==> config.mk <==
export PLATFORM = sky130hd
export DESIGN_NAME = mondo_data_table
export DESIGN_NICKNAME = d
export VERILOG_FILES = /design/src/logic/mondo_pkg.sv /design/src/logic/mondo_data_table.sv
export SDC_FILE = /design/constraint.sdc
export NUM_CORES = 2
export LEC_CHECK = 0
export BUFFER_PORTS_ARGS = -buffer_cell sky130_fd_sc_hd__buf_4
export CAP_MARGIN = 20
export CORE_MARGIN = 8
export CORE_UTILIZATION = 30
export DETAILED_ROUTE_END_ITERATION = 10
export PLACE_DENSITY = 0.55
export SETUP_SLACK_MARGIN = 0.15
export SYNTH_ARGS = -nofsm -noshare
export SYNTH_HDL_FRONTEND = slang
export SYNTH_SLANG_ARGS = --single-unit
==> constraint.sdc <==
create_clock -name clk -period 8.7 [get_ports clk]
set_clock_uncertainty 0.15 [all_clocks]
set_input_delay 0.87 -clock clk [delete_from_list [all_inputs] [get_ports clk]]
set_output_delay 0.87 -clock clk [all_outputs]
set_load 0.005 [all_outputs]
==> src/logic/mondo_pkg.sv <==
package mondo_pkg;

   // Width of a mondo data word and of register data
   localparam int DATA_WIDTH = 64;

   // Local register address width
   localparam int ADDR_WIDTH = 16;

   // Proper addresses, used by the debug port
   // Thread index field starts at bit 3
   localparam logic [ADDR_WIDTH-1:0] CREG_MDATA0 = 16'h0000;
   localparam logic [ADDR_WIDTH-1:0] CREG_MDATA1 = 16'h1000;
   localparam logic [ADDR_WIDTH-1:0] CREG_MBUSY  = 16'h2000;

   // Alias addresses, entry picked by the requesting thread id
   localparam logic [ADDR_WIDTH-1:0] CREG_MDATA0_ALIAS = 16'h4000;
   localparam logic [ADDR_WIDTH-1:0] CREG_MDATA1_ALIAS = 16'h4008;
   localparam logic [ADDR_WIDTH-1:0] CREG_MBUSY_ALIAS  = 16'h4010;

   // Widest thread index the map allows, bits 3 to 11
   localparam int MAX_THR_INDEX = 9;

   // Lowest bit of the thread index field
   localparam int THR_ADDR_LSB = 3;

   // Ones over the whole index field, then shifted into place
   localparam logic [ADDR_WIDTH-1:0] THR_FIELD_ONES = {MAX_THR_INDEX{1'b1}};
   // Clears the index field before a proper address compare
   localparam logic [ADDR_WIDTH-1:0] THR_ADDR_MASK = ~(THR_FIELD_ONES << THR_ADDR_LSB);

   // Register select code shared by decoder, access engine and table
   typedef enum logic [1:0] {
      SEL_MDATA0 = 2'd0,
      SEL_MDATA1 = 2'd1,
      SEL_MBUSY  = 2'd2
   } reg_sel_e;

   // Response status codes
   localparam logic RSP_OK  = 1'b0;
   localparam logic RSP_ERR = 1'b1;

endpackage

==> src/logic/mondo_data_table.sv <==
`timescale 1ns/10ps

module mondo_data_table #(
   parameter int NUM_THREADS = 32,
   localparam int THR_W = $clog2(NUM_THREADS)
) (
   input  logic                             clk,
   input  logic                             reset,
   // Register write port
   input  logic                             csr_wr_en,
   input  mondo_pkg::reg_sel_e              csr_sel,
   input  logic [THR_W-1:0]                 csr_idx,
   input  logic [mondo_pkg::DATA_WIDTH-1:0] csr_wdata,
   // Register read port
   input  logic [THR_W-1:0]                 csr_rd_idx,
   output logic [mondo_pkg::DATA_WIDTH-1:0] rd_data0,
   output logic [mondo_pkg::DATA_WIDTH-1:0] rd_data1,
   output logic                             rd_busy,
   // Mondo insert port
   input  logic                             ins_req,
   input  logic [THR_W-1:0]                 ins_thr,
   input  logic [mondo_pkg::DATA_WIDTH-1:0] ins_data0,
   input  logic [mondo_pkg::DATA_WIDTH-1:0] ins_data1,
   output logic                             ins_gnt,
   output logic                             ins_nack
);

   import mondo_pkg::*;

   // Per-thread data words, no reset
   logic [DATA_WIDTH-1:0] data0_mem [NUM_THREADS];
   logic [DATA_WIDTH-1:0] data1_mem [NUM_THREADS];
   // One busy flag per thread
   logic [NUM_THREADS-1:0] busy;

   logic csr_wr_data0;
   logic csr_wr_data1;
   logic csr_wr_busy;
   logic ins_write;

   // Register writes win, insert waits a cycle
   assign ins_gnt  = ins_req & ~csr_wr_en;
   // Target already holds an unserviced mondo
   assign ins_nack = ins_req & busy[ins_thr];
   // Insert lands only when granted and the entry is free
   assign ins_write = ins_gnt & ~ins_nack;

   assign csr_wr_data0 = csr_wr_en & (csr_sel == SEL_MDATA0);
   assign csr_wr_data1 = csr_wr_en & (csr_sel == SEL_MDATA1);
   assign csr_wr_busy  = csr_wr_en & (csr_sel == SEL_MBUSY);

   // Read port is purely combinational
   assign rd_data0 = data0_mem[csr_rd_idx];
   assign rd_data1 = data1_mem[csr_rd_idx];
   assign rd_busy  = busy[csr_rd_idx];

   // Data words, one writer per cycle at most
   always_ff @(posedge clk) begin
      if (csr_wr_data0) begin
         data0_mem[csr_idx] <= csr_wdata;
      end else if (ins_write) begin
         data0_mem[ins_thr] <= ins_data0;
      end
      if (csr_wr_data1) begin
         data1_mem[csr_idx] <= csr_wdata;
      end else if (ins_write) begin
         data1_mem[ins_thr] <= ins_data1;
      end
   end

   // Busy flags
   // Software sets or clears from bit 0, insert only sets
   always_ff @(posedge clk) begin
      if (reset) begin
         busy <= '0;
      end else if (csr_wr_busy) begin
         busy[csr_idx] <= csr_wdata[0];
      end else if (ins_write) begin
         busy[ins_thr] <= 1'b1;
      end
   end

endmodule

==> run metrics <==
DP HPWL=259 mm; Final #Nets=7136; Final period util=0.597; I/O pin total=344; IO buf count=343; ys flop type=edfxtp_1; Worst setup EP type=output port; Die Height=745 µm; Mapped Nets=6578; CTS buffer count=401; R2R cell count=7; Final Max Slew Viols=0; Synth Area per Inst=25.1 µm²; post_cts resized=0; post-synth cell types=53; Max Clk Rate=0.193 GHz; clk buf depth=4; Hold Path Class=in -> reg; crit path max fanout=78; antenna violations before repair=47; Synth Register Bits=4128; pwr/cell area=226 nW/µm²; Post-route DRC=0; Final min period=5190 ps; Root Buffer=clkbuf_16; Layout fillers=48300; Cells after Synth=6365; outcome=finished clean; Worst VDD drop=0.000154 V; final WL=470 mm; Routed WL per cell=32.9 µm; CP required=7680 ps; row count=268; setup violators final=0; Pleak=0.0563 µW; CTS tree=yes; full die area=556000 µm²; final hold violations=0; vias in the first global route=76900; Post-CTS Setup Bufs=0; CP Class=in -> out; H-Tree Level Count=5; relative slew slack=0.211; Core Footprint=531000 µm²; Vias=75300; Synth Cell Area=160000 µm²; register area share after synthesis=0.774; Slew @ Worst Pin=1180 ps; Reg clk slew, reported paths=60 ps; drt pass-1 iters=5; Post-DRT Antenna Nets=0; number of synthesized flops with an enable pin=4096; layout cell share with drive strength beyond 1=0.373; GRT Overall Usage=0.164; clock sink count=4128; Layout Area Growth over Synthesis=15.9%; Ys Warns=0; asr flop ratio synth=0; gr ovfl total=0; worst skew pair latency=920 ps; # Max-Cap Violations=0; initial core utilization=0.300; Final Util=0.348; largest net degree at the start of global routing=114; first-pass GRT wire length=644 mm; worst hold stages=2; Setup Total Neg Slack=0 ps; startpoint types=input pin; Post-CTS Hold Buffers=0; vias per cell=5.27; GPL Wtd Cong=0.816; Die Wd=745 µm; Worst EP arrival=4170 ps; DR iter-0 viols=9599; unrepaired setup endpoints after global routing=false
-- cells in the final DEF (no fill, tap or decap), drive strengths merged, types with 4 or more instances in the layout --
cell      count
clkinv      181
nand3        15
o221ai        5
a211oi        6
inv          18
clkbuf      481
clkinvlp     12
o22ai        45
a31oi         4
mux4       1291
buf         510
nand3b        5
a21oi        25
dfxtp        32
mux2        261
o21ai        12
nand2        22
o311ai       11
o21bai       10
diode        22
nand4         7
o32ai        15
nor3          6
nor2         43
nand2b        9
bufinv       37
or3           4
o31ai        12
nor2b         5
or2           9
mux2i        26
edfxtp     4096
-- area by class of cell --
cell class / count / area, µm² / share of cell area
clock buffer: 481 / 10500 / 0.0566
timing repair buffer: 510 / 4570 / 0.0247
inverter: 7 / 26.3 / 0.000142
sequential: 4128 / 124000 / 0.668
multi-input combinational: 1875 / 35400 / 0.191
clock inverter: 241 / 2140 / 0.0116
antenna: 22 / 55.1 / 0.000297
tap: 7020 / 8780 / 0.0475
-- Yosys cell counts (13+ instances only) --
cell / n / area share
nor2_1: 43 / 0.0010
a21oi_1: 25 / 0.00078
buf_6: 13 / 0.00092
mux2_2: 158 / 0.011
nand2_1: 22 / 0.00052
dfxtp_1: 32 / 0.0040
o32ai_1: 15 / 0.00082
mux4_2: 1291 / 0.18
clkbuf_1: 269 / 0.0063
o22ai_1: 45 / 0.0018
edfxtp_1: 4096 / 0.77
nand3_1: 15 / 0.00047
mux2_4: 100 / 0.0094
buf_1: 17 / 0.00040
mux2i_1: 26 / 0.0016
buf_2: 56 / 0.0018
-- report_power, final --
part,internal (µW),switching (µW)
registers,22200,39.0
logic,1010,1540
clock network,9660,7450
-- worst paths after layout --
| kind | slack [ps] | end | startpoint |
|---|---|---|---|
| setup / recovery | 3510 | rd_data0[15] | csr_rd_idx[0] |
| hold / removal | 240 | busy[4] | reset |
| setup reg to reg | 3850 | data1_mem[18][61] | busy[18] |
| hold reg to reg | 430 | busy[24] | busy[24] |
-- worst max-delay path, stage by stage --
cell and delay [ps]:
buf_16 350, buf_4 570, buf_4 690, mux4_2 600, mux4_2 480, mux2_2 330, buf_4 160
-- per-stage QoR --
step	total power, µW	hold slack (ps)	std cells	cell area, µm²	setup WS, ps
finish	41900	242	14300	185000	3510
detailed placement	25300	405	13500	172000	3010
floorplan	24100	354	6365	160000	561
global route	43000	214	14300	185000	3200
CTS	42200	154	14300	185000	3310
global placement	25200	403	13500	172000	2980
-- registers in the layout, indices dropped and copies added, names as in the netlist --
signal     flops
busy          32
data0_mem   2048
data1_mem   2048
-- kinds of logic after synthesis --
logic type / count (synthesis) / synth area share
AOI/OAI and AO/OA: 161 / 0.00711
buffers and inverters: 362 / 0.00956
DFF: 4128 / 0.774
muxes: 1578 / 0.205
and+or+nand+nor: 136 / 0.00433
-- layer usage --
| layer | share of wire | global-route usage |
|---|---|---|
| met1 | 0.41 | 0.224 |
| met4 | 0.024 | 0.0375 |
| met3 | 0.092 | 0.0433 |
| met2 | 0.47 | 0.261 |
| met5 | 0.00033 | 0 |
No activity file was read; power rests on OpenSTA's default activity.
