## src/logic/mondo_pkg.sv

```systemverilog
package mondo_pkg;

   // Width of a mondo data word and of register data
   localparam int DATA_WIDTH = 64;

   // Local register address width
   localparam int ADDR_WIDTH = 16;

   // Proper addresses, used by the debug port
   // Thread index field starts at bit 3
   localparam logic [ADDR_WIDTH-1:0] CREG_MDATA0 = 16'h0000;
   localparam logic [ADDR_WIDTH-1:0] CREG_MDATA1 = 16'h1000;
   localparam logic [ADDR_WIDTH-1:0] CREG_MBUSY  = 16'h2000;

   // Alias addresses, entry picked by the requesting thread id
   localparam logic [ADDR_WIDTH-1:0] CREG_MDATA0_ALIAS = 16'h4000;
   localparam logic [ADDR_WIDTH-1:0] CREG_MDATA1_ALIAS = 16'h4008;
   localparam logic [ADDR_WIDTH-1:0] CREG_MBUSY_ALIAS  = 16'h4010;

   // Widest thread index the map allows, bits 3 to 11
   localparam int MAX_THR_INDEX = 9;

   // Lowest bit of the thread index field
   localparam int THR_ADDR_LSB = 3;

   // Ones over the whole index field, then shifted into place
   localparam logic [ADDR_WIDTH-1:0] THR_FIELD_ONES = {MAX_THR_INDEX{1'b1}};
   // Clears the index field before a proper address compare
   localparam logic [ADDR_WIDTH-1:0] THR_ADDR_MASK = ~(THR_FIELD_ONES << THR_ADDR_LSB);

   // Register select code shared by decoder, access engine and table
   typedef enum logic [1:0] {
      SEL_MDATA0 = 2'd0,
      SEL_MDATA1 = 2'd1,
      SEL_MBUSY  = 2'd2
   } reg_sel_e;

   // Response status codes
   localparam logic RSP_OK  = 1'b0;
   localparam logic RSP_ERR = 1'b1;

endpackage

```

## src/logic/mondo_intake.sv

```systemverilog
`timescale 1ns/10ps

module mondo_intake #(
   parameter int NUM_THREADS = 32,
   localparam int THR_W = $clog2(NUM_THREADS)
) (
   input  logic                             clk,
   input  logic                             reset,
   // Incoming mondo
   input  logic                             mondo_valid,
   output logic                             mondo_ready,
   input  logic [THR_W-1:0]                 mondo_thr,
   input  logic [mondo_pkg::DATA_WIDTH-1:0] mondo_data0,
   input  logic [mondo_pkg::DATA_WIDTH-1:0] mondo_data1,
   // Insert request to the table
   output logic                             ins_req,
   output logic [THR_W-1:0]                 ins_thr,
   output logic [mondo_pkg::DATA_WIDTH-1:0] ins_data0,
   output logic [mondo_pkg::DATA_WIDTH-1:0] ins_data1,
   input  logic                             ins_gnt,
   input  logic                             ins_nack,
   // Ack back to the sender
   output logic                             ack_valid,
   output logic                             ack_nack
);

   import mondo_pkg::*;

   // Stage occupancy
   logic full;
   logic accept;
   // Held mondo
   logic [THR_W-1:0]      thr_q;
   logic [DATA_WIDTH-1:0] data0_q;
   logic [DATA_WIDTH-1:0] data1_q;

   // Single entry, no new mondo until the held one is granted
   assign mondo_ready = ~full;
   assign accept      = mondo_valid & mondo_ready;

   always_ff @(posedge clk) begin
      if (reset) begin
         full <= 1'b0;
      end else if (accept) begin
         full <= 1'b1;
      end else if (ins_gnt) begin
         full <= 1'b0;
      end
   end

   // Payload capture
   always_ff @(posedge clk) begin
      if (accept) begin
         thr_q   <= mondo_thr;
         data0_q <= mondo_data0;
         data1_q <= mondo_data1;
      end
   end

   assign ins_req   = full;
   assign ins_thr   = thr_q;
   assign ins_data0 = data0_q;
   assign ins_data1 = data1_q;

   // One-cycle ack pulse after the grant
   always_ff @(posedge clk) begin
      if (reset) begin
         ack_valid <= 1'b0;
      end else begin
         ack_valid <= ins_gnt;
      end
   end

   // Nack status as seen by the table at grant time
   always_ff @(posedge clk) begin
      if (ins_gnt) begin
         ack_nack <= ins_nack;
      end
   end

endmodule

```

## config.mk

```make
export PLATFORM = sky130hd
export DESIGN_NAME = mondo_intake
export DESIGN_NICKNAME = d
export VERILOG_FILES = /design/src/logic/mondo_pkg.sv /design/src/logic/mondo_intake.sv
export SDC_FILE = /design/constraint.sdc
export NUM_CORES = 1
export LEC_CHECK = 0
export ABC_AREA = 0
export BUFFER_PORTS_ARGS = -buffer_cell sky130_fd_sc_hd__buf_2
export CAP_MARGIN = 10
export CORE_AREA = 2 2 107 109
export CTS_BUF_LIST = sky130_fd_sc_hd__clkbuf_8
export CTS_CLUSTER_SIZE = 25
export DETAILED_ROUTE_END_ITERATION = 8
export DIE_AREA = 0 0 109 111
export PLACE_DENSITY = 0.84
export SYNTH_ARGS = -nofsm -noshare
export SYNTH_HDL_FRONTEND = slang
export SYNTH_SLANG_ARGS = --single-unit
```

## constraint.sdc

```tcl
create_clock -name clk -period 2.9 [get_ports clk]
set_input_delay 0.29 -clock clk [delete_from_list [all_inputs] [get_ports clk]]
set_output_delay 0.29 -clock clk [all_outputs]
set_load 0.01 [all_outputs]
```

==> flow_summary.yaml, run 1 <==
pwr:
  p_int_mw: 3.37
  sw_pwr_uw: 895
  clock_network_fraction_of_total_power_pct: 37.8
  sequentialPowerShare_pct: 54.6
  pwr_density_cell_nw_per_um2: 699
  share_comb_of_total_power_pct: 7.6
  ir_worst_vdd_mv: 0.367
  p_leak_nw: 2.63
  switching_share_pct: 21.0
sta:
  hold_ws_ns: 0.0445
  fin_tns_setup_ns: 0
  post-route-min-period_ns: 1.65
  layout_worst_path_cycle_share_pct: 57.0
  finClkSkew_ns: 0.00568
  rsz0062_at_grt: "false"
  finalHoldViolations: 0
  slew_headroom_pct: 47.9
  setup_viol_count_final: 0
  timing.fmax_mhz: 605
  final_max_slew_viol_count: 0
  worst-slew-pin-transition_ns: 0.781
global_route:
  global_route.usage.total_pct: 14.7
  number_of_global_route_vias_before_repair: 2527
  antenna_found_initial: 0
  global_route_wire_length_before_repair_um: 12800
  grt_start_max_net_pins: 69
  overflow: 0
die:
  die_w_um: 109
  io_pins: 275
  die_height_um: 111
  design.die.area_um2: 12100
  initial_cell_density_of_the_core_pct: 37.0
  core-area_um2: 11100
  site_rows: 39
route:
  drt_drc_violations_left: 0
  count_of_antenna_violating_nets_left_after_detailed_routing: 0
  drtPass1Iterations: 4
  detail_route.wirelength_um: 9090
  total_number_of_vias: 2469
  wl_per_cell_um: 15.3
  first_iter_violations: 55
  viasPerCell: 4.16
placed_design:
  placement.io_buffers: 274
  placement.cell_area_um2: 5670
  gp_congestion: 0.700
  place_inst: 560
  dp.final_hpwl_um: 6790
worst_setup_path:
  timing.critical_path.max_delay_family: "buffers and inverters"
  crit_path_max_incr_delay_ns: 0.61
  critical_path_arrival_ns: 1.69
  critical_path_peak_fanout: 65
  critical_path_capture_point_type: "register"
  crit_path_cell_trace: "and2b_4, buf_4"
  cp.buffers_inverters: 1
  crit_slowest_cell: "sky130_fd_sc_hd__buf_4"
  setup.worst_path.start_class: "register"
  cp_data_required_time_ns: 2.94
  critPathKind: "register to register"
synth:
  yosys_warnings: 0
  synth_fp_nets: 279
  synthCells: 141
  netlist_area_um2: 4090
  synth_area_per_cell_um2: 29.0
  yosys_register_bits: 136
  yosys-top-cells-area: "sky130_fd_sc_hd__edfxtp_1 (98%), sky130_fd_sc_hd__dfxtp_1 (0.98%), sky130_fd_sc_hd__and2b_2 (0.21%)"
  synth-seq-area-share_pct: 99.3
  post-synth-top-area-cell: "sky130_fd_sc_hd__edfxtp_1"
  yosys.area.top_type_share_pct: 98.3
  synth_cell_type_count: 7
cts:
  cts_setup_buffers: 0
  cts_root_buffer: "sky130_fd_sc_hd__clkbuf_8"
  ctsLongestPathBuffers: 2
  cts_num_sinks: 136
  clk_latency_ns: 0.41
  path_clk_slew_ns: 0.08
  cts-buffers-inserted: 17
  htreeDepth: 4
  clock_tree_from_tritoncts: "built"
layout:
  layout_common_cells: "sky130_fd_sc_hd__buf_2 (274), sky130_fd_sc_hd__edfxtp_1 (134), sky130_fd_sc_hd__clkbuf_8 (17)"
  areaGrowthSynthToFinish_pct: 49.1
  insertedDiodeCount: 0
  finish.cell_count_without_fillers: 593
  finalNetCount: 575
  summed_area_of_non_filler_cells_in_the_final_layout_um2: 6100
  filler_cell_count: 899
  final_common_cell: "sky130_fd_sc_hd__buf_2"
  final_core_util_pct: 55.1
  post_route_cells_drive_above_1_share_pct: 68.0
run:
  cap_violations: 0
run_status:
  outcome: "completed"
worst_hold_path:
  hold_class: "input port to register"
[layer usage]
layer  global-route usage [%]  wire, um
met1                     16.8      3450
met2                     23.8      4540
met3                     6.76       972
met4                     5.81       122
met5                        0         0
[worst register-to-register path, cell delays in order (launching register included)]
cell                      delay (ns)
sky130_fd_sc_hd__dfxtp_1        0.35
sky130_fd_sc_hd__and2b_4        0.28
sky130_fd_sc_hd__buf_4          0.61
[final cells by class]
class	instances	area (um^2)	share of cell area (%)
multi-input combinational	4	27.5	0.451
tap	143	179	2.93
inverter	1	3.75	0.0615
clock buffer	17	234	3.83
sequential	136	4060	66.6
timing repair buffer	277	1410	23.1
clock inverter	15	186	3.05
[kinds of logic (layout without fill, tap and decap cells)]
kind of cell	count (synthesis)	count (layout)	synth area share, %
buffers and inverters	1	310	0.0916
flip-flops	136	136	99.3
AO/OA/AOI/OAI	1	1	0.183
AND/OR/NAND/NOR	3	3	0.458
[power by group through the flow]
stage / Clock (mW) / Sequential (mW) / Combinational [mW]
3_5_place_dp: 0 / 2.38 / 0.328
5_1_grt: 1.73 / 2.34 / 0.353
3_3_place_gp: 0 / 2.37 / 0.320
4_1_cts: 1.66 / 2.33 / 0.329
2_1_floorplan: 0 / 2.45 / 0.0408
6_report: 1.61 / 2.33 / 0.324
[through the flow]
step | total power, mW | worst slack (ns)
floorplan | 2.49 | 0.405
CTS | 4.32 | 1.24
global placement | 2.69 | 1.31
detailed placement | 2.71 | 1.26
global route | 4.43 | 1.16
finish | 4.27 | 1.25
[registers in the layout, summed over array words and instances (netlist names)]
| name | count |
|---|---|
| ins_data1 | 64 |
| ins_data0 | 64 |
| ack_nack | 1 |
| ack_valid | 1 |
| ins_thr | 5 |
| ins_req | 1 |
[Yosys cell counts (all sizes together)]
cell / instances
a211oi: 1
and2b: 1
dfxtp: 2
edfxtp: 134
inv: 1
nor2: 1
nor2b: 1
[worst paths after layout]
| path | startpoint | to | slack [ns] | depth (start not counted) |
|---|---|---|---|---|
| min | mondo_data1[55] | ins_data1[55] | 0.04 | 1 |
| min reg2reg | ins_req | ins_req | 0.53 | 1 |
| max | ins_req | ins_data1[0] | 1.25 | 2 |
| max reg2reg | ins_req | ins_data1[0] | 1.25 | 2 |
[repair_timing]
action,CTS,global route
hold buffers,0,1
resized for setup,0,0
hold endpoints to repair,0,1
No activity file was read; power rests on OpenSTA's default activity.
==> run 2: changes to the inputs <==
- clock period: 2.9 -> 1.6 ns (I/O delays scaled with it)
==> flow_summary.yaml, run 2 <==
run_status:
  outcome: "did not finish"
  stage_where_the_run_ended: "4_1_cts"
  tool.error: "[ERROR RSZ-0060] Max buffer count reached."
synth:
  netlist_area_um2: 4090
  yosys-top-cells-area: "sky130_fd_sc_hd__edfxtp_1 (98%), sky130_fd_sc_hd__dfxtp_1 (0.98%), sky130_fd_sc_hd__and2b_2 (0.21%)"
  ys_top_cells_by_count: "sky130_fd_sc_hd__edfxtp_1 (134), sky130_fd_sc_hd__dfxtp_1 (2)"
  synth_cell_type_count: 7
  async_set_reset_flop_share_out_of_synthesis_pct: 0
  synth_fp_nets: 279
  synth_area_per_cell_um2: 29.0
  yosys_register_bits: 136
  yosys_warnings: 0
  yosys.area.top_type_share_pct: 98.3
  synth_edf_count: 134
  synth.most_common_cell: "sky130_fd_sc_hd__edfxtp_1"
  synth-seq-area-share_pct: 99.3
  synthCells: 141
  synth-main-ff-cell: "sky130_fd_sc_hd__edfxtp_1"
  post-synth-top-area-cell: "sky130_fd_sc_hd__edfxtp_1"
die:
  io_pins: 275
  site_rows: 39
  initial_cell_density_of_the_core_pct: 37.0
  die_w_um: 109
  die_height_um: 111
cts:
  cts-buffers-inserted: 17
  cts_setup_buffers: 0
  cts_resized: 0
  cts_num_sinks: 136
  cts_root_buffer: "sky130_fd_sc_hd__clkbuf_8"
  hold_buffers: 119
  ctsLongestPathBuffers: 2
  htreeDepth: 4
placed_design:
  gp_congestion: 0.705
  dp_worst_setup_slack_ns: 0.304
  placement.io_buffers: 274
  placement.cell_area_um2: 5690
[run 2: cell counts after synthesis]
Identical to the previous run, type by type.
[run 2: logic make-up after synthesis]
kind of cell	Yosys count	share of synthesized area (%)
AOI/OAI and AO/OA	1	0.183
buffers and inverters	1	0.0916
DFF	136	99.3
and+or+nand+nor	3	0.458
[run 2: per-stage QoR]
stage,utilization (%),instances
detailed placement,51.3,560
global placement,51.3,560
floorplan,-,141
==> run 3: changes to the inputs <==
- CORE_AREA: 2 2 107 109 -> 2 2 108 110
- CTS_BUF_LIST: sky130_fd_sc_hd__clkbuf_8 -> not set
- CTS_CLUSTER_SIZE: 25 -> not set
- DIE_AREA: 0 0 109 111 -> 0 0 110 112
- PLACE_DENSITY: 0.84 -> not set
- PLACE_DENSITY_LB_ADDON: not set -> 0.15
==> flow_summary.yaml, run 3 <==
run_status:
  outcome: "did not finish"
  stage_where_the_run_ended: "4_1_cts"
  tool.error: "[ERROR RSZ-0060] Max buffer count reached."
synth:
  async_set_reset_flop_share_out_of_synthesis_pct: 0
  post-synth-top-area-cell: "sky130_fd_sc_hd__edfxtp_1"
  synth_area_per_cell_um2: 29.0
  synth-seq-area-share_pct: 99.3
  yosys_warnings: 0
  yosys.area.top_type_share_pct: 98.3
  synth-main-ff-cell: "sky130_fd_sc_hd__edfxtp_1"
  ys_top_cells_by_count: "sky130_fd_sc_hd__edfxtp_1 (134), sky130_fd_sc_hd__dfxtp_1 (2)"
  synth_fp_nets: 279
  synth.most_common_cell: "sky130_fd_sc_hd__edfxtp_1"
  synthCells: 141
  yosys_register_bits: 136
  synth_edf_count: 134
  synth_cell_type_count: 7
  yosys-top-cells-area: "sky130_fd_sc_hd__edfxtp_1 (98%), sky130_fd_sc_hd__dfxtp_1 (0.98%), sky130_fd_sc_hd__and2b_2 (0.21%)"
  netlist_area_um2: 4090
die:
  die_height_um: 112
  die_w_um: 110
  site_rows: 39
  initial_cell_density_of_the_core_pct: 36.6
  io_pins: 275
placed_design:
  placement.io_buffers: 274
  dp.final_hpwl_um: 7170
  gp_congestion: 0.709
cts:
  cts_resized: 0
  cts_num_sinks: 136
  cts_root_buffer: "sky130_fd_sc_hd__clkbuf_16"
  htreeDepth: 4
  ctsLongestPathBuffers: 2
  hold_buffers: 120
  cts-buffers-inserted: 17
  cts_setup_buffers: 0
==> run 3: cell counts after synthesis <==
Identical to the previous run, type by type.
==> run 3: per-stage QoR <==
stage	setup slack, ns	instance area (um^2)	instances
2_1_floorplan	-0.359	4100	141
3_3_place_gp	0.273	5710	562
3_5_place_dp	0.252	5710	562
==> run 3: cell families after synthesis <==
family | synth area share (%)
AO/OA/AOI/OAI | 0.183
AND/OR/NAND/NOR | 0.458
flip-flops | 99.3
buffers and inverters | 0.0916
